$ cat config.mk
export PLATFORM = sky130hd
export DESIGN_NAME = alu
export DESIGN_NICKNAME = d
export VERILOG_FILES = /design/src/cpuPkg.sv /design/src/alu.sv
export SDC_FILE = /design/constraint.sdc
export NUM_CORES = 1
export LEC_CHECK = 0
export BUFFER_PORTS_ARGS = -buffer_cell sky130_fd_sc_hd__buf_4
export CORE_MARGIN = 2
export CORE_UTILIZATION = 40
export DETAILED_ROUTE_END_ITERATION = 16
export SLEW_MARGIN = 20
export SYNTH_ARGS = -nofsm -noshare
export SYNTH_HDL_FRONTEND = slang
export SYNTH_SLANG_ARGS = --single-unit
$ cat constraint.sdc
create_clock -name vclk -period 14.1
set_input_delay 2.82 -clock vclk [all_inputs]
set_output_delay 2.82 -clock vclk [all_outputs]
set_load 0.01 [all_outputs]
$ cat src/cpuPkg.sv
package cpuPkg;

    localparam int DataWidth     = 32;
    localparam int RegAddrWidth  = 5;
    localparam int ImemDepth     = 64;
    localparam int DmemDepth     = 256;
    localparam int ImemAddrWidth = $clog2(ImemDepth);
    localparam int DmemAddrWidth = $clog2(DmemDepth);

    localparam int OpWidth     = 6;
    localparam int FnWidth     = 6;
    localparam int ShamtWidth  = 5;
    localparam int ImmWidth    = 16;
    localparam int TargetWidth = 26;

    // primary opcodes.
    localparam logic [OpWidth-1:0] OpRType = 6'h00;
    localparam logic [OpWidth-1:0] OpJ     = 6'h02;
    localparam logic [OpWidth-1:0] OpBeq   = 6'h04;
    localparam logic [OpWidth-1:0] OpAddi  = 6'h08;
    localparam logic [OpWidth-1:0] OpLw    = 6'h23;
    localparam logic [OpWidth-1:0] OpSw    = 6'h2b;

    // r-type funct field.
    localparam logic [FnWidth-1:0] FnAdd = 6'h20;
    localparam logic [FnWidth-1:0] FnSub = 6'h22;
    localparam logic [FnWidth-1:0] FnAnd = 6'h24;
    localparam logic [FnWidth-1:0] FnOr  = 6'h25;
    localparam logic [FnWidth-1:0] FnSlt = 6'h2a;

    typedef enum logic [2:0] {
        AluAdd = 3'd0,
        AluSub = 3'd1,
        AluAnd = 3'd2,
        AluOr  = 3'd3,
        AluSlt = 3'd4
    } aluOpE;

    typedef struct packed {
        logic [OpWidth-1:0]      op;
        logic [RegAddrWidth-1:0] rs;
        logic [RegAddrWidth-1:0] rt;
        logic [RegAddrWidth-1:0] rd;
        logic [ShamtWidth-1:0]   shamt;
        logic [FnWidth-1:0]      funct;
    } rTypeS;

    typedef struct packed {
        logic [OpWidth-1:0]      op;
        logic [RegAddrWidth-1:0] rs;
        logic [RegAddrWidth-1:0] rt;
        logic [ImmWidth-1:0]     imm;
    } iTypeS;

    typedef struct packed {
        logic [OpWidth-1:0]     op;
        logic [TargetWidth-1:0] target;
    } jTypeS;

    // one fetched word, three views of it.
    typedef union packed {
        rTypeS rType;
        iTypeS iType;
        jTypeS jType;
    } instrU;

    typedef struct packed {
        logic  regWrite;
        logic  regDst;
        logic  aluSrc;
        logic  memWrite;
        logic  memToReg;
        logic  branch;
        logic  jump;
        aluOpE aluOp;
    } ctrlS;

    typedef struct packed {
        logic                    valid;
        logic [RegAddrWidth-1:0] index;
        logic [DataWidth-1:0]    data;
    } regTraceS;

    typedef struct packed {
        logic                     valid;
        logic [DmemAddrWidth-1:0] addr;   // word address.
        logic [DataWidth-1:0]     data;
    } storeTraceS;

endpackage

$ cat src/alu.sv
`timescale 1ns/1ps

module alu (
    input  logic [cpuPkg::DataWidth-1:0] i_a,
    input  logic [cpuPkg::DataWidth-1:0] i_b,
    input  cpuPkg::aluOpE                i_op,
    output logic [cpuPkg::DataWidth-1:0] o_result,
    output logic                         o_zero
);

    logic [cpuPkg::DataWidth-1:0] result;

    always_comb begin
        case (i_op)
            cpuPkg::AluAdd: begin
                result = i_a + i_b;
            end
            cpuPkg::AluSub: begin
                result = i_a - i_b;
            end
            cpuPkg::AluAnd: begin
                result = i_a & i_b;
            end
            cpuPkg::AluOr: begin
                result = i_a | i_b;
            end
            cpuPkg::AluSlt: begin
                // signed compare.
                result = {{(cpuPkg::DataWidth-1){1'b0}}, ($signed(i_a) < $signed(i_b))};
            end
            default: begin
                result = '0;
            end
        endcase
    end

    assign o_result = result;
    assign o_zero   = (result == '0);

endmodule

==> impl.org <==
** Run status
- Status :: finished, final reports clean

** Power and ir drop
- Total power divided by cell area :: ~42 mW/mm²
- In this run the static leakage power is around 3.0 nW.
- IR analysis of the VDD net gives a maximum drop of roughly 18 µV.

** Global route
- Number of antenna violations at the first check in global routing :: 0
- Maximum number of pins on one net before global-route repair :: 86
- Total routing usage reported by global routing :: roughly a quarter
- The first global-routing pass estimated around 32000 µm of wire.
- Leftover overflow at the end of global routing :: 0
- Via count of the first global-routing pass :: 5965

** Routing
- Post-route antenna net violation count :: 0
- The final route contains 6517 vias.
- For this run, the detailed router's first-pass iteration total came to 7.
- In the final routed layout, each cell accounts on average for between 15 and 20 µm.
- DRC violation count after routing :: 0
- For this block, the routed nets add up to slightly below 20000 µm of wire.
- Initial drt markers :: approximately 650
- Number of vias per cell :: roughly 6.1

** Floorplanning
- The die covers 0.01485 mm².
- Floorplan row count :: between 40 and 50
- Area inside the core boundary :: around 0.014 mm²
- Boundary pin count :: 100
- Horizontal die dimension :: between 100 and 150 µm
- From bottom edge to top edge, the die measures 121.9 µm.
- Once the floorplan was initialized, standard cells occupied around two fifths of the core.

** STA
- Transition at the pin with the smallest max-transition slack :: 921.7 ps
- Derived from the worst setup path, the maximum achievable clock frequency is between 0.1 and 0.15 GHz.
- Final worst path period share :: between 60% and 70%
- Setup repair after global routing left no endpoint under its margin.
- In this run the tightest slew margin relative to its limit is between 30 and 40%.
- Max Slew Vio Count :: 0
- The final hold violation count came to 0.
- Shortest period the worst path allows :: slightly below 10000 ps
- Setup violations remaining at the end of the flow were counted as 0.
- Setup TNS :: 0 ps

** Cells and area
- Area growth from synthesis to final layout :: 14.50%
- Of the cells placed in the final design, the portion with a size suffix greater than 1 is about 14%.
- Count of non-filler cells in the finished layout :: around 1100
- Total Nets Final :: about 1100
- The layout has 0 clock buffers.
- The design has 0 sequential cells.
- The repair_antennas step left the layout with diodes totalling 0.
- Area used by sequential logic in the layout :: 0 µm²

** Critical path
- Worst path slowest cell :: sky130_fd_sc_hd__a211oi_1
- The critical path is of the input port to output pin type.
- Of all nets on the critical path, the largest fanout is 6.
- STA classifies the critical path startpoint as an input port.
- The worst setup path is captured at an output pin.
- Data required time of the critical path :: between 10000 and 15000 ps
- Maximum cell stage delay along the critical path :: approximately 520 ps
- Traced cell by cell, the critical path runs through buf_4, ha_1, fa_1, a211oi_1, o21ai_1, a41o_1, a221oi_1, xnor2_1, a211oi_1, nand4_1, nor4_1, nand4_1, and4bb_1, buf_4.
- Data arrival time of the critical path :: roughly 6800 ps

** Synth
- Synthesis handed over a netlist of 832 instances.
- Top cell types by occurrence after synthesis :: sky130_fd_sc_hd__ha_1 (105), sky130_fd_sc_hd__inv_1 (93), sky130_fd_sc_hd__nor2_1 (70)
- After synthesis the cells add up to ~0.0056 mm².
- Yosys attributes the largest share of cell area to sky130_fd_sc_hd__ha_1 (24%), sky130_fd_sc_hd__inv_1 (6.3%), sky130_fd_sc_hd__a21oi_1 (6.2%).
- A synthesized cell averages ~6.7 µm².
- Area fraction of the dominant cell type after synthesis :: a little under a quarter
- By instance count, the leading cell after synthesis is sky130_fd_sc_hd__ha_1.
- Part of the Yosys area used for sequential elements :: 0%
- The netlist uses 77 different library cells.
- The number of nets in the synthesized netlist is roughly 1000.
- Largest area contributor in the synthesized netlist :: sky130_fd_sc_hd__ha_1
- Number of warnings issued by yosys :: 0

** Clocking
- Total of hold buffers inserted after clock tree synthesis :: 0
- Post-CTS timing repair inserted 0 buffers for setup.
- Post-cts resize count :: 0

** Hold path
- The tightest min-delay check is of the input port to output pin type.
- Counting instances, the worst hold path has a depth of 3.

** Placed design
- Port Buffers :: 100
- Summed over all nets, the half-perimeter wirelength after detailed placement is between 15000 and 20000 µm.
- Counting tap cells, the placed design contains a total of ~1100 instances.
- At the end of routability-driven placement, the weighted congestion stood at approximately 0.96.

** Run
- Number of max-capacitance violations reported :: 0
[placed cells by master, fill, tap and decap left out, drive strengths merged, types with 10 or more instances in the layout]
master	count
a211oi	14
a21o	14
a21oi	70
a31oi	11
buf	103
ha	105
inv	96
mux2i	10
nand2	57
nand2b	11
nand3	15
nand4	12
nor2	70
nor2b	16
nor3	27
nor4	16
o211ai	18
o21a	10
o21ai	36
o31ai	13
or3	14
xnor2	12
[layout make-up]
cell class	instances	area [µm²]
fillers	1524	7356
well taps	180	225.2
inverters	96	360.3
repair buffers	103	773.2
multi-input cells	688	5005
[logic make-up after synthesis]
| group | after synthesis | share of synthesized area (%) |
|---|---|---|
| compound gates | 285 | 36.88 |
| simple gates | 272 | 24.81 |
| buf+inv | 144 | 9.950 |
| fa+ha+maj | 107 | 24.36 |
| xor+xnor | 14 | 2.206 |
| mux | 10 | 1.801 |
[critical path: cells and delay by family]
kind            cells  cell delay, ps
buf+inv             2             230
xor+xnor            1             130
fa+ha+maj           2             620
simple gates        4            1090
compound gates      5            1890
[stage by stage]
step	area, µm²	worst slack, ps	hold slack (ps)	util, %	total power [mW]
after floorplan	5558	5605	5933	-	0.1731
after global placement	6364	4607	6016	46.38	0.2619
after detailed placement	6364	4589	6019	46.38	0.2607
after CTS	6364	4564	6019	46.38	0.2623
after global routing	6364	4310	6025	46.38	0.2914
final	6364	4488	6023	46.38	0.2660
[metal layers]
layer,global-route usage [%],vias up,wire (µm)
met5,0,-,0
met4,7.543,0,667
met3,1.170,49,1203
met2,42.53,265,8750
met1,37.08,3036,9162
li1,-,3167,-
[worst paths after layout]
path | startpoint | to
max | i_a[0] | o_zero
min | i_op[2] | o_result[1]
[power breakdown]
part           switching [mW]  total [mW]  internal [mW]
sequential                  0           0              0
combinational           0.162       0.266          0.104
clock                       0           0              0
No activity file was read; power rests on OpenSTA's default activity.
