## config.mk

```make
export PLATFORM = sky130hd
export DESIGN_NAME = controlUnit
export DESIGN_NICKNAME = d
export VERILOG_FILES = /design/src/cpuPkg.sv /design/src/controlUnit.sv
export SDC_FILE = /design/constraint.sdc
export NUM_CORES = 1
export LEC_CHECK = 0
export ABC_AREA = 0
export BUFFER_PORTS_ARGS = -buffer_cell sky130_fd_sc_hd__buf_4
export CAP_MARGIN = 20
export CORE_AREA = 4 4 41 43
export DETAILED_ROUTE_END_ITERATION = 12
export DIE_AREA = 0 0 45 47
export SYNTH_ARGS = -nofsm -noshare
export SYNTH_HDL_FRONTEND = slang
export SYNTH_SLANG_ARGS = --single-unit
```

## constraint.sdc

```tcl
create_clock -name vclk -period 1.1
set_clock_uncertainty 0.1 [all_clocks]
set_input_delay 0.055 -clock vclk [all_inputs]
set_output_delay 0.055 -clock vclk [all_outputs]
set_load 0.01 [all_outputs]
```

## src/cpuPkg.sv

```systemverilog
package cpuPkg;

    localparam int DataWidth     = 32;
    localparam int RegAddrWidth  = 5;
    localparam int ImemDepth     = 64;
    localparam int DmemDepth     = 256;
    localparam int ImemAddrWidth = $clog2(ImemDepth);
    localparam int DmemAddrWidth = $clog2(DmemDepth);

    localparam int OpWidth     = 6;
    localparam int FnWidth     = 6;
    localparam int ShamtWidth  = 5;
    localparam int ImmWidth    = 16;
    localparam int TargetWidth = 26;

    // primary opcodes.
    localparam logic [OpWidth-1:0] OpRType = 6'h00;
    localparam logic [OpWidth-1:0] OpJ     = 6'h02;
    localparam logic [OpWidth-1:0] OpBeq   = 6'h04;
    localparam logic [OpWidth-1:0] OpAddi  = 6'h08;
    localparam logic [OpWidth-1:0] OpLw    = 6'h23;
    localparam logic [OpWidth-1:0] OpSw    = 6'h2b;

    // r-type funct field.
    localparam logic [FnWidth-1:0] FnAdd = 6'h20;
    localparam logic [FnWidth-1:0] FnSub = 6'h22;
    localparam logic [FnWidth-1:0] FnAnd = 6'h24;
    localparam logic [FnWidth-1:0] FnOr  = 6'h25;
    localparam logic [FnWidth-1:0] FnSlt = 6'h2a;

    typedef enum logic [2:0] {
        AluAdd = 3'd0,
        AluSub = 3'd1,
        AluAnd = 3'd2,
        AluOr  = 3'd3,
        AluSlt = 3'd4
    } aluOpE;

    typedef struct packed {
        logic [OpWidth-1:0]      op;
        logic [RegAddrWidth-1:0] rs;
        logic [RegAddrWidth-1:0] rt;
        logic [RegAddrWidth-1:0] rd;
        logic [ShamtWidth-1:0]   shamt;
        logic [FnWidth-1:0]      funct;
    } rTypeS;

    typedef struct packed {
        logic [OpWidth-1:0]      op;
        logic [RegAddrWidth-1:0] rs;
        logic [RegAddrWidth-1:0] rt;
        logic [ImmWidth-1:0]     imm;
    } iTypeS;

    typedef struct packed {
        logic [OpWidth-1:0]     op;
        logic [TargetWidth-1:0] target;
    } jTypeS;

    // one fetched word, three views of it.
    typedef union packed {
        rTypeS rType;
        iTypeS iType;
        jTypeS jType;
    } instrU;

    typedef struct packed {
        logic  regWrite;
        logic  regDst;
        logic  aluSrc;
        logic  memWrite;
        logic  memToReg;
        logic  branch;
        logic  jump;
        aluOpE aluOp;
    } ctrlS;

    typedef struct packed {
        logic                    valid;
        logic [RegAddrWidth-1:0] index;
        logic [DataWidth-1:0]    data;
    } regTraceS;

    typedef struct packed {
        logic                     valid;
        logic [DmemAddrWidth-1:0] addr;   // word address.
        logic [DataWidth-1:0]     data;
    } storeTraceS;

endpackage

```

## src/controlUnit.sv

```systemverilog
`timescale 1ns/1ps

module controlUnit (
    input  logic          i_rstN,
    input  cpuPkg::instrU i_instr,
    output cpuPkg::ctrlS  o_ctrl
);

    cpuPkg::ctrlS ctrl;

    always_comb begin
        ctrl       = '0;
        ctrl.aluOp = cpuPkg::AluAdd;

        case (i_instr.rType.op)
            cpuPkg::OpRType: begin
                ctrl.regDst = 1'b1;
                ctrl.regWrite = 1'b1;
                case (i_instr.rType.funct)
                    cpuPkg::FnAdd: ctrl.aluOp = cpuPkg::AluAdd;
                    cpuPkg::FnSub: ctrl.aluOp = cpuPkg::AluSub;
                    cpuPkg::FnAnd: ctrl.aluOp = cpuPkg::AluAnd;
                    cpuPkg::FnOr:  ctrl.aluOp = cpuPkg::AluOr;
                    cpuPkg::FnSlt: ctrl.aluOp = cpuPkg::AluSlt;
                    default: begin
                        ctrl.regWrite = 1'b0;   // unknown funct is a no-op.
                    end
                endcase
            end
            cpuPkg::OpAddi: begin
                ctrl.regWrite = 1'b1;
                ctrl.aluSrc   = 1'b1;
            end
            cpuPkg::OpLw: begin
                ctrl.regWrite = 1'b1;
                ctrl.aluSrc   = 1'b1;
                ctrl.memToReg = 1'b1;
            end
            cpuPkg::OpSw: begin
                ctrl.aluSrc   = 1'b1;
                ctrl.memWrite = 1'b1;
            end
            cpuPkg::OpBeq: begin
                ctrl.branch = 1'b1;
                ctrl.aluOp  = cpuPkg::AluSub;   // compare via zero flag.
            end
            cpuPkg::OpJ: begin
                ctrl.jump = 1'b1;
            end
            default: begin
                ctrl = '0;
            end
        endcase

        // no state changes while held in reset.
        if (!i_rstN) begin
            ctrl.regWrite = 1'b0;
            ctrl.memWrite = 1'b0;
        end
    end

    assign o_ctrl = ctrl;

endmodule

```

==> flow_summary.json <==
{
  "status": "finished with violations",
  "failed_checks": "negative setup slack",
  "placement.io_buffers": 23,
  "synthSimpleGateAreaFrac_pct": 77.3,
  "critPathMaxFanout": 4,
  "synthCells": 28,
  "setup.worst_path.start_class": "input pin",
  "wirelength_um": 793,
  "grt_pass1_vias": 306,
  "crit_start": "i_instr[29]",
  "postRouteAntennaNets": 0,
  "setup_ws_ns": -0.139,
  "worstMarginPinSlew_ns": 0.309,
  "final_nets": 93,
  "cpPeakStageDelay_ns": 0.35,
  "synthMuxAreaShare_pct": 4.91,
  "place.gp.congestion": 0.677,
  "first_pass_iters": 2,
  "max_freq_mhz": 807,
  "synth_top_family_by_area": "simple AND/OR/NAND/NOR gates",
  "dieArea_mm2": 0.00212,
  "synth_adder_area_share_pct": 0,
  "rows": 13,
  "period_needed_ns": 1.24,
  "die_w_um": 45,
  "ys_top_cells_by_area": "and4b_2 (11%), nand4b_2 (7.4%), nor2_1 (7.4%)",
  "worstPathRequired_ns": 0.94,
  "antenna_found_initial": 0,
  "maxCapViolCount": 0,
  "synth-seq-area-share_pct": 0,
  "vias": 337,
  "fin_crit_sh_pct": 113,
  "path_class": "in -> out",
  "grt_pass1_wl_um": 1260,
  "synth.largest_area_cell": "and4b_2",
  "synth.distinct_cells": 23,
  "initial_core_util_pct": 15.7,
  "cp-end-kind": "output pin",
  "fill_cells": 147,
  "yosysWarnings": 0,
  "layout-drive-gt1-share_pct": 67.2,
  "max_slew_margin_pct": 79.2,
  "post_synth_xor_area_fraction_pct": 0,
  "synthesis.area_um2": 204,
  "fin_tns_setup_ns": -0.391,
  "nClkBuffers": 0,
  "ctsHoldBuffers": 0,
  "powerDensity_mw_per_mm2": 247,
  "grt_use_total_pct": 7.55,
  "grt_max_degree": 7,
  "flops_and_latches": 0,
  "path_cells": "buf_8 -> nor4_4 -> nand4b_4 -> o31ai_2 -> buf_4",
  "synth_top_area_share_pct": 11.0,
  "rsz0062_at_grt": "yes",
  "vias_per_cell": 4.62,
  "finalSetupViolCount": 5,
  "diodes": 0,
  "drtIter0Drc": 3,
  "whs_ns": 0.287,
  "ys_top_cells_by_count": "nor2_1 (4), and4b_2 (2), nand2_1 (2)",
  "syn_to_final_growth_pct": 147,
  "critPathBufInv": 2,
  "cp_slowest_cell": "nor4_4",
  "crit_family": "simple AND/OR/NAND/NOR gates",
  "synth_compound_area_share_pct": 16.0,
  "wl_per_cell_um": 10.9,
  "seqCellArea_um2": 0,
  "cp_data_arrival_time_ns": 1.08,
  "grt.overflow.total": 0,
  "yosysMostFrequentCell": "nor2_1",
  "syn_avg_cell_area_um2": 7.28,
  "die_y_um": 47,
  "hp-class": "in -> out",
  "coreArea_mm2": 0.00130,
  "hold_viol": 0,
  "drv_slew": 0,
  "ios": 43,
  "max-vdd-ir-drop_v": 0.000111,
  "drc": 0,
  "syn_nets": 61,
  "multi_input_area_um2": 244,
  "leakage_nw": 0.259,
  "worstHoldStart": "i_instr[0]"
}
## placed cells by master (no fill, tap or decap)
cell	netlist	layout
nand2_1	2	2
buf_6	0	1
o31ai_2	0	1
o21a_1	1	1
nor4b_2	1	1
nor4_4	0	1
nor2_1	4	4
nand3b_1	1	1
o21ai_0	1	1
nor3_1	1	1
a21oi_1	1	1
nand2b_1	1	1
and3_2	1	1
and4b_2	2	2
buf_8	0	1
mux2i_1	1	1
buf_4	0	28
and2_1	1	1
o211ai_1	1	1
nand3_1	1	1
and3b_1	1	1
nor4_2	1	1
nand4b_4	0	1
inv_1	1	1
and4_1	1	1
nor4b_4	0	1
## logic make-up after synthesis
logic type      after synthesis
compound gates                5
simple gates                 21
buf+inv                       1
mux                           1
## what timing repair did
item | in CTS | in global routing
setup endpoints to repair | 5 | 6
resized for setup | 6 | 2
gates cloned | 0 | 0
setup buffers | 1 | 0
pin swaps | 6 | 0
## routing by layer
metal | wire length [um] | vias to the layer above | GRT usage, %
li1 | - | 176 | -
met1 | 286 | 148 | 8.99
met2 | 427 | 13 | 15.3
met3 | 79 | 0 | 0.766
met4 | 0 | 0 | 0
met5 | 0 | - | 0
## cell type report
class	count	share of cell area (%)
well taps	15	3.73
repair buffers	30	47.0
multi-input cells	27	48.5
inverters	1	0.746
## where the power goes
group	internal (mW)	total (mW)	leakage [nW]	switching [mW]
logic	0.0723	0.124	0.259	0.0518
clock network	0	0	0	0
registers	0	0	0	0
total	0.0723	0.124	0.259	0.0518
## worst min-delay path, stage by stage
cell	delay [ns]
buf_4	0.10
nor4_2	0.04
buf_4	0.13
## through the flow
step,utilization (%),power (mW),area [um^2],std cells,setup slack (ns)
after floorplan,-,0.0276,210,28,-0.00698
after global placement,34.3,0.106,447,72,-0.211
after detailed placement,34.3,0.106,447,72,-0.269
after CTS,37.7,0.119,490,73,-0.154
after global routing,38.7,0.135,503,73,-0.184
final,38.7,0.124,503,73,-0.139
## worst paths after layout
check | slack, ns | depth (start not counted) | to
worst max-delay path | -0.14 | 5 | o_ctrl[0]
worst min-delay path | 0.29 | 3 | o_ctrl[2]
(Power assumes the default switching activity.)
