<file path="src/cpuPkg.sv">
package cpuPkg;

    localparam int DataWidth     = 32;
    localparam int RegAddrWidth  = 5;
    localparam int ImemDepth     = 64;
    localparam int DmemDepth     = 256;
    localparam int ImemAddrWidth = $clog2(ImemDepth);
    localparam int DmemAddrWidth = $clog2(DmemDepth);

    localparam int OpWidth     = 6;
    localparam int FnWidth     = 6;
    localparam int ShamtWidth  = 5;
    localparam int ImmWidth    = 16;
    localparam int TargetWidth = 26;

    // primary opcodes.
    localparam logic [OpWidth-1:0] OpRType = 6'h00;
    localparam logic [OpWidth-1:0] OpJ     = 6'h02;
    localparam logic [OpWidth-1:0] OpBeq   = 6'h04;
    localparam logic [OpWidth-1:0] OpAddi  = 6'h08;
    localparam logic [OpWidth-1:0] OpLw    = 6'h23;
    localparam logic [OpWidth-1:0] OpSw    = 6'h2b;

    // r-type funct field.
    localparam logic [FnWidth-1:0] FnAdd = 6'h20;
    localparam logic [FnWidth-1:0] FnSub = 6'h22;
    localparam logic [FnWidth-1:0] FnAnd = 6'h24;
    localparam logic [FnWidth-1:0] FnOr  = 6'h25;
    localparam logic [FnWidth-1:0] FnSlt = 6'h2a;

    typedef enum logic [2:0] {
        AluAdd = 3'd0,
        AluSub = 3'd1,
        AluAnd = 3'd2,
        AluOr  = 3'd3,
        AluSlt = 3'd4
    } aluOpE;

    typedef struct packed {
        logic [OpWidth-1:0]      op;
        logic [RegAddrWidth-1:0] rs;
        logic [RegAddrWidth-1:0] rt;
        logic [RegAddrWidth-1:0] rd;
        logic [ShamtWidth-1:0]   shamt;
        logic [FnWidth-1:0]      funct;
    } rTypeS;

    typedef struct packed {
        logic [OpWidth-1:0]      op;
        logic [RegAddrWidth-1:0] rs;
        logic [RegAddrWidth-1:0] rt;
        logic [ImmWidth-1:0]     imm;
    } iTypeS;

    typedef struct packed {
        logic [OpWidth-1:0]     op;
        logic [TargetWidth-1:0] target;
    } jTypeS;

    // one fetched word, three views of it.
    typedef union packed {
        rTypeS rType;
        iTypeS iType;
        jTypeS jType;
    } instrU;

    typedef struct packed {
        logic  regWrite;
        logic  regDst;
        logic  aluSrc;
        logic  memWrite;
        logic  memToReg;
        logic  branch;
        logic  jump;
        aluOpE aluOp;
    } ctrlS;

    typedef struct packed {
        logic                    valid;
        logic [RegAddrWidth-1:0] index;
        logic [DataWidth-1:0]    data;
    } regTraceS;

    typedef struct packed {
        logic                     valid;
        logic [DmemAddrWidth-1:0] addr;   // word address.
        logic [DataWidth-1:0]     data;
    } storeTraceS;

endpackage

</file>
<file path="src/pcUnit.sv">
`timescale 1ns/1ps

module pcUnit (
    input  logic                         i_clk,
    input  logic                         i_rstN,
    input  cpuPkg::ctrlS                 i_ctrl,
    input  logic                         i_zero,
    input  cpuPkg::instrU                i_instr,
    output logic [cpuPkg::DataWidth-1:0] o_pc
);

    logic [cpuPkg::DataWidth-1:0] pc;
    logic [cpuPkg::DataWidth-1:0] pcPlus4;
    logic [cpuPkg::DataWidth-1:0] branchOff;
    logic [cpuPkg::DataWidth-1:0] branchTarget;
    logic [cpuPkg::DataWidth-1:0] jumpTarget;
    logic [cpuPkg::DataWidth-1:0] nextPc;

    assign pcPlus4      = pc + 32'd4;
    assign branchOff    = {{(cpuPkg::DataWidth-cpuPkg::ImmWidth-2){i_instr.iType.imm[cpuPkg::ImmWidth-1]}},
                           i_instr.iType.imm, 2'b00};
    assign branchTarget = pcPlus4 + branchOff;
    assign jumpTarget   = {pcPlus4[31:28], i_instr.jType.target, 2'b00};   // pseudo-direct.

    always_comb begin
        if (i_ctrl.jump) begin
            nextPc = jumpTarget;
        end else if (i_ctrl.branch && i_zero) begin
            nextPc = branchTarget;
        end else begin
            nextPc = pcPlus4;
        end
    end

    always_ff @(posedge i_clk) begin
        if (!i_rstN) begin
            pc <= '0;
        end else begin
            pc <= nextPc;
        end
    end

    assign o_pc = pc;

endmodule

</file>
<file path="config.mk">
export PLATFORM = sky130hd
export DESIGN_NAME = pcUnit
export DESIGN_NICKNAME = d
export VERILOG_FILES = /design/src/cpuPkg.sv /design/src/pcUnit.sv
export SDC_FILE = /design/constraint.sdc
export NUM_CORES = 1
export LEC_CHECK = 0
export BUFFER_PORTS_ARGS = -buffer_cell sky130_fd_sc_hd__buf_2
export CORE_MARGIN = 1
export CORE_UTILIZATION = 30
export DETAILED_ROUTE_END_ITERATION = 10
export PLACE_DENSITY = 0.53
export SLEW_MARGIN = 20
export SYNTH_ARGS = -nofsm -noshare
export SYNTH_HDL_FRONTEND = slang
export SYNTH_SLANG_ARGS = --single-unit
</file>
<file path="constraint.sdc">
create_clock -name i_clk -period 4.4 [get_ports i_clk]
set_clock_uncertainty 0.15 [all_clocks]
set_input_delay 0.22 -clock i_clk [delete_from_list [all_inputs] [get_ports i_clk]]
set_output_delay 0.22 -clock i_clk [all_outputs]
set_load 0.05 [all_outputs]
</file>
==> qor.csv, run 1 <==
stage,metric,value,unit
outcome,status,finished clean,
synth,ys_async_sr_fraction,0,%
power_and_ir_drop,irDropWorstVdd,0.000133,V
routing,wl_met1,5100,um
clock_network,numCtsBuffers,5,
routing,drt_iter0_drc,178,
synth,synth-main-ff-cell,dfxtp_1,
grt,antenna_found_initial,0,
grt,grt_pass1_wl,17300,um
cells_and_area,antenna_cells,0,
setup_path,path_cells,and3_1 -> nand4_2 -> nor3_2 -> nand3_2 -> nor2_1 -> xor2_1 -> ha_1 -> a211oi_1 -> or3b_2 -> o211ai_1 -> a21oi_1 -> o22ai_1 -> xor2_1 -> a21oi_1,
floorplan,pin_count,77,
clock_network,cts_tree,built,
setup_path,critical-path-top-delay-family,simple AND/OR/NAND/NOR gates,
cells_and_area,largest_reg_flops,30,
clock_network,clock-sinks,30,
place,place_ws,0.490,ns
floorplan,die_h,110,um
power_and_ir_drop,power_frac_clock,29.6,%
setup_path,crit_path_end_kind,flop,
floorplan,start_util,30.7,%
floorplan,dieWidth,110,um
routing,highest_layer,met4,
clock_network,path_clk_slew,0.05,ns
sta,finalHoldViolations,0,
cells_and_area,nNetsFinal,596,
routing,drtAntennaViolNets,0,
routing,num_vias,3565,
synth,synth_seq_cells,30,
floorplan,core.rowCount,39,
synth,ys_types,66,
power_and_ir_drop,p_per_area,295,mW/mm^2
power_and_ir_drop,p_leak,1.83,nW
sta,drv_slew,0,
cells_and_area,drive_above_1_share,17.1,%
routing,route.detailed.drc,0,
routing,wl_per_cell,16.9,um
routing,wirelength,11100,um
clock_network,ctsHtreeMaxLevel,2,
setup_path,worstPathArrival,3.95,ns
place,dp_hpwl,8590,um
cells_and_area,final_area,0.00406,mm^2
clock_network,cts_buffer_depth,2,
sta,period_minus_slack,3.96,ns
sta,fin_crit_sh,90.1,%
sta,tightest_slew,1.10,ns
setup_path,cp.required,4.38,ns
sta,rsz0062_at_grt,no,
floorplan,die-area,0.0121,mm^2
sta,final.setup.tns,0,ns
setup_path,worst_setup_path_start_kind,flop,
grt,gr-usage-all-layers,18.6,%
power_and_ir_drop,pwr-share-seq,27.2,%
synth,syn_area,0.00349,mm^2
setup_path,cpPeakStageDelay,0.47,ns
setup_path,worst-path-max-fanout,5,
setup_path,setup.worst_path.class,reg -> reg,
synth,synth_edf_count,0,
clock_network,post_cts_buffers,0,
grt,grt_pass1_vias,3403,
power_and_ir_drop,p_int,0.701,mW
floorplan,core-area,0.0114,mm^2
sta,setup_viol,0,
sta,max-slew-margin-rel,26.8,%
routing,first_pass_iters,5,
place,io_buffers,60,
place,routabilityCongestion,0.866,
routing,vias_per_cell,5.43,
synth,synth-warning-count,0,
clock_network,worst_skew_pair.late_latency,0.28,ns
setup_path,cp.depth,14,
setup_path,slowest_stage,or3b_2,
worst_hold_path,holdPathStages,2,
place,placed_area,0.00392,mm^2
sta,fmax,252,MHz
worst_hold_path,hp-class,in -> reg,
power_and_ir_drop,p_sw_share,41.5,%
routing,wl_met3,481,um
sta,fin_ws,0.437,ns
grt,grt-ovfl-total,0,
setup_path,crit_buf_inv,0,
grt,grt_max_degree,32,
routing,wl_met2,5340,um
power_and_ir_drop,combPwrFrac,43.2,%
power_and_ir_drop,switchingPower,0.497,mW
setup_path,reg2regPathDepth,14,
clock_network,cts-root-buf,clkbuf_16,
cells_and_area,layout-area-overhead-vs-synth,16.4,%
synth,ys_seq_area_share,17.2,%
job,cap_violations,0,
synth,avgSynthCellArea,7.59,um^2
clock_network,cts_resized,0,
clock_network,ctsHoldBuffers,0,
synth,synthCells,460,
[metrics by stage]
| step | util [%] | cells | hold WS, ns | power [mW] |
|---|---|---|---|---|
| finish | 35.7 | 657 | 0.0399 | 1.20 |
| global route | 35.7 | 657 | 0.0575 | 1.27 |
| CTS | 35.7 | 657 | 0.0387 | 1.20 |
| detailed placement | 34.4 | 649 | 0.326 | 0.844 |
| global placement | 34.4 | 649 | 0.317 | 0.840 |
| floorplan | - | 461 | 0.208 | 0.721 |
[worst register-to-register path: stages, from the launching register on]
cell and delay, ns:
dfxtp_1 0.41, and3_1 0.26, nand4_2 0.20, nor3_2 0.31
nand3_2 0.18, nor2_1 0.18, xor2_1 0.28, ha_1 0.33
a211oi_1 0.26, or3b_2 0.47, o211ai_1 0.23, a21oi_1 0.12
o22ai_1 0.15, xor2_1 0.21, a21oi_1 0.09
[logic make-up (layout without fill, tap and decap cells)]
family / count (synthesis) / in the layout / synth area share (%)
fa+ha+maj: 38 / 38 / 13.8
buf+inv: 34 / 87 / 4.45
flops: 30 / 30 / 17.2
compound gates: 141 / 141 / 27.6
mux: 2 / 2 / 0.574
simple gates: 163 / 163 / 23.4
xor+xnor: 51 / 51 / 12.8
other cells: 1 / 2 / 0.107
[metal layers]
metal,global-route usage [%],vias to the layer above
li1,-,1810
met1,23.8,1658
met3,2.07,10
met2,32.5,87
met4,5.52,0
met5,0,-
[placed cells by master (no fill, tap or decap), types with 4 or more instances in the layout]
| cell type | synthesis | routed |
|---|---|---|
| buf_2 | 4 | 60 |
| a21oi_1 | 45 | 45 |
| nand2_1 | 44 | 44 |
| nor2_1 | 39 | 39 |
| ha_1 | 37 | 37 |
| dfxtp_1 | 30 | 30 |
| xnor2_1 | 26 | 26 |
| xor2_1 | 25 | 25 |
| o21ai_0 | 24 | 24 |
| nand4_1 | 16 | 16 |
| nand3_1 | 15 | 15 |
| nor3_1 | 13 | 13 |
| and3_1 | 10 | 10 |
| inv_1 | 10 | 10 |
| o21ai_1 | 8 | 8 |
| a211oi_1 | 7 | 7 |
| buf_4 | 2 | 7 |
| a21o_1 | 6 | 6 |
| o211a_1 | 6 | 6 |
| a31oi_1 | 5 | 5 |
| o211ai_1 | 5 | 5 |
| clkbuf_16 | 0 | 5 |
| nor4_1 | 4 | 4 |
| o21a_1 | 4 | 4 |
| a311oi_1 | 4 | 4 |
[path summary, 6_finish.rpt]
check        startpoint       end  slack, ns
max             o_pc[9]  o_pc[30]       0.44
min          i_instr[9]  o_pc[11]       0.04
max reg2reg     o_pc[9]  o_pc[30]       0.44
min reg2reg    o_pc[27]  o_pc[27]       0.57
[power by group through the flow]
stage | Clock, mW | Sequential [mW] | Combinational, mW
floorplan | 0 | 0.401 | 0.320
CTS | 0.358 | 0.326 | 0.515
global route | 0.373 | 0.330 | 0.568
finish | 0.355 | 0.326 | 0.517
detailed placement | 0 | 0.331 | 0.512
global placement | 0 | 0.330 | 0.511
[area by class of cell]
class,instances,area [um^2]
Sequential cell,30,601
Clock inverter,1,5.00
Clock buffer,7,143
Multi-Input combinational cell,397,2740
Timing Repair Buffer,67,353
Tap cell,143,179
Fill cell,1225,7310
Inverter,12,45.0
[synth_stat cells (2+ instances only)]
cell       n  area share, %
a211o_1    3           0.75
a211oi_1   7            1.5
a21o_1     6            1.3
a21oi_1   45            6.5
a21oi_2    2           0.50
a311oi_1   4            1.0
a31oi_1    5           0.90
and3_1    10            1.8
and4_1     3           0.75
buf_2      4           0.57
buf_4      2           0.43
buf_6      2           0.65
clkbuf_1  13            1.4
dfxtp_1   30             17
ha_1      37             13
inv_1     10            1.1
mux2i_1    2           0.57
nand2_1   44            4.7
nand2b_1   3           0.54
nand3_1   15            2.2
nand3b_1   2           0.43
nand4_1   16            2.9
nor2_1    39            4.2
nor3_1    13            1.9
nor3_2     2           0.57
nor3b_1    3           0.65
nor4_1     4           0.72
o211a_1    6            1.7
o211ai_1   5            1.1
o21a_1     4           0.86
o21ai_0   24            3.4
o21ai_1    8            1.1
o21bai_1   3           0.65
o31ai_1    3           0.65
xnor2_1   26            6.5
xor2_1    25            6.3
Power figures use the tool's default switching activity.
==> run 2, diff against run 1 <==
--- a/config.mk
+++ b/config.mk
@@ -6,6 +6,7 @@
 export NUM_CORES = 1
 export LEC_CHECK = 0
 export BUFFER_PORTS_ARGS = -buffer_cell sky130_fd_sc_hd__buf_2
+export CORE_ASPECT_RATIO = 0.8
 export CORE_MARGIN = 1
 export CORE_UTILIZATION = 30
 export DETAILED_ROUTE_END_ITERATION = 10
==> run 2 against run 1 <==
Net effect:
- routed wire length rose by 3.8%
- first-iteration DRC count rose by 78%
- flip-flop and latch count did not move
- combinational power rose by 1%
- final area rose by 0.95%
- worst setup slack got worse by 0.076 ns
- via count rose by 4.2%
- critical path depth rose by 1
- die area barely moved
- sequential share of layout area fell by 0.14 points
- fmax fell by 1.9%
- critical endpoint is now o_pc[31]
- highest routed layer unchanged
==> qor.csv, run 2 (synthesis gave the netlist of run 1 again) <==
stage,metric,value,unit
outcome,status,finished clean,
setup_path,crit_path_end_kind,flop,
floorplan,pin_count,77,
place,io_buffers,60,
routing,wl_per_cell,17.4,um
floorplan,dieWidth,123,um
floorplan,core-area,0.0111,mm^2
clock_network,cts_tree,built,
cells_and_area,largest_reg_flops,30,
job,cap_violations,0,
sta,fin_crit_sh,91.8,%
clock_network,cts_resized,0,
sta,rsz0062_at_grt,no,
clock_network,post_cts_buffers,0,
sta,drv_slew,0,
grt,grt-ovfl-total,0,
sta,finalHoldViolations,0,
floorplan,core.rowCount,34,
setup_path,cp.required,4.44,ns
sta,final.setup.tns,0,ns
clock_network,path_clk_slew,0.06,ns
routing,drt_iter0_drc,316,
place,dp_hpwl,8470,um
sta,setup_viol,0,
power_and_ir_drop,p_per_area,305,mW/mm^2
power_and_ir_drop,p_leak,1.85,nW
setup_path,worst_setup_path_start_kind,flop,
cells_and_area,nNetsFinal,598,
sta,period_minus_slack,4.04,ns
cells_and_area,layout_common_cells,"buf_2 (60), a21oi_1 (45), nand2_1 (44)",
cells_and_area,layout_commonest_cell,buf_2,
place,place_ws,0.470,ns
setup_path,setup.worst_path.class,reg -> reg,
place,routabilityCongestion,0.940,
clock_network,ctsHtreeMaxLevel,2,
setup_path,worstPathArrival,4.08,ns
setup_path,worst-path-max-fanout,8,
cells_and_area,layout-area-overhead-vs-synth,17.5,%
grt,grt_pass1_wl,18400,um
routing,route.detailed.drc,0,
cells_and_area,fill_cells,1129,
floorplan,die-area,0.0121,mm^2
clock_network,cts-root-buf,clkbuf_16,
power_and_ir_drop,irDropWorstVdd,0.000132,V
clock_network,worst_skew_pair.late_latency,0.28,ns
clock_network,numCtsBuffers,5,
floorplan,start_util,31.4,%
routing,vias_per_cell,5.63,
floorplan,die_h,98.5,um
sta,fin_ws,0.361,ns
cells_and_area,antenna_cells,0,
cells_and_area,drive_above_1_share,17.8,%
clock_network,clock-sinks,30,
routing,wirelength,11500,um
sta,fmax,248,MHz
worst_hold_path,hp-class,in -> reg,
routing,first_pass_iters,4,
grt,gr-usage-all-layers,19.5,%
sta,max-slew-margin-rel,32.3,%
routing,num_vias,3716,
clock_network,cts_buffer_depth,2,
grt,grt_max_degree,32,
clock_network,ctsHoldBuffers,0,
grt,antenna_found_initial,0,
routing,drtAntennaViolNets,0,
sta,tightest_slew,1.01,ns
grt,grt_pass1_vias,3471,
[run 2: path summary, 6_finish.rpt]
path	end	slack, ns	depth (start not counted)	from
setup / recovery	o_pc[31]	0.36	15	o_pc[4]
hold / removal	o_pc[11]	0.03	2	i_instr[9]
setup reg to reg	o_pc[31]	0.36	15	o_pc[4]
hold reg to reg	o_pc[27]	0.55	2	o_pc[27]
[run 2: area by class of cell]
class | instances | area, um^2 | share of cell area, %
clock buffer | 5 | 125 | 3.05
clock inverter | 3 | 40.0 | 0.976
inverter | 12 | 45.0 | 1.10
multi-input combinational | 397 | 2740 | 66.9
sequential | 30 | 601 | 14.6
tap | 144 | 180 | 4.39
timing repair buffer | 69 | 368 | 8.97
[run 2: stage by stage]
stage	hold WS (ns)	cell area [um^2]	instances	total power, mW	util [%]
floorplan	0.208	3490	461	0.721	-
global placement	0.314	3930	652	0.840	35.4
detailed placement	0.320	3930	652	0.844	35.4
CTS	0.0285	4100	660	1.26	36.9
global route	0.0479	4100	660	1.32	36.9
finish	0.0340	4100	660	1.25	36.9
[run 2: critical path, stage by stage, from the launching register on]
cell and delay [ns]:
dfxtp_1 0.42, and4_1 0.28, buf_4 0.17, nand2_1 0.12, nor3_1 0.29, nand4_1 0.23, xnor2_1 0.25, ha_1 0.35
a21oi_1 0.27, o21ai_1 0.13, nor4_1 0.25, nor3_2 0.12, a221o_1 0.33, o21a_1 0.20, o31ai_1 0.18, nor3b_1 0.21
[run 2: where the power goes]
part	switching [mW]	internal (mW)	leakage, nW
registers	0.0326	0.294	0.249
logic	0.338	0.183	1.52
clock network	0.139	0.265	0.0836
[run 2: per-layer routing]
layer	share of wire, %	GRT usage, %	up-vias
li1	-	-	1810
met1	49	28.5	1752
met2	44	29.9	144
met3	6.2	2.84	10
met4	0.97	4.50	0
met5	0	0	-
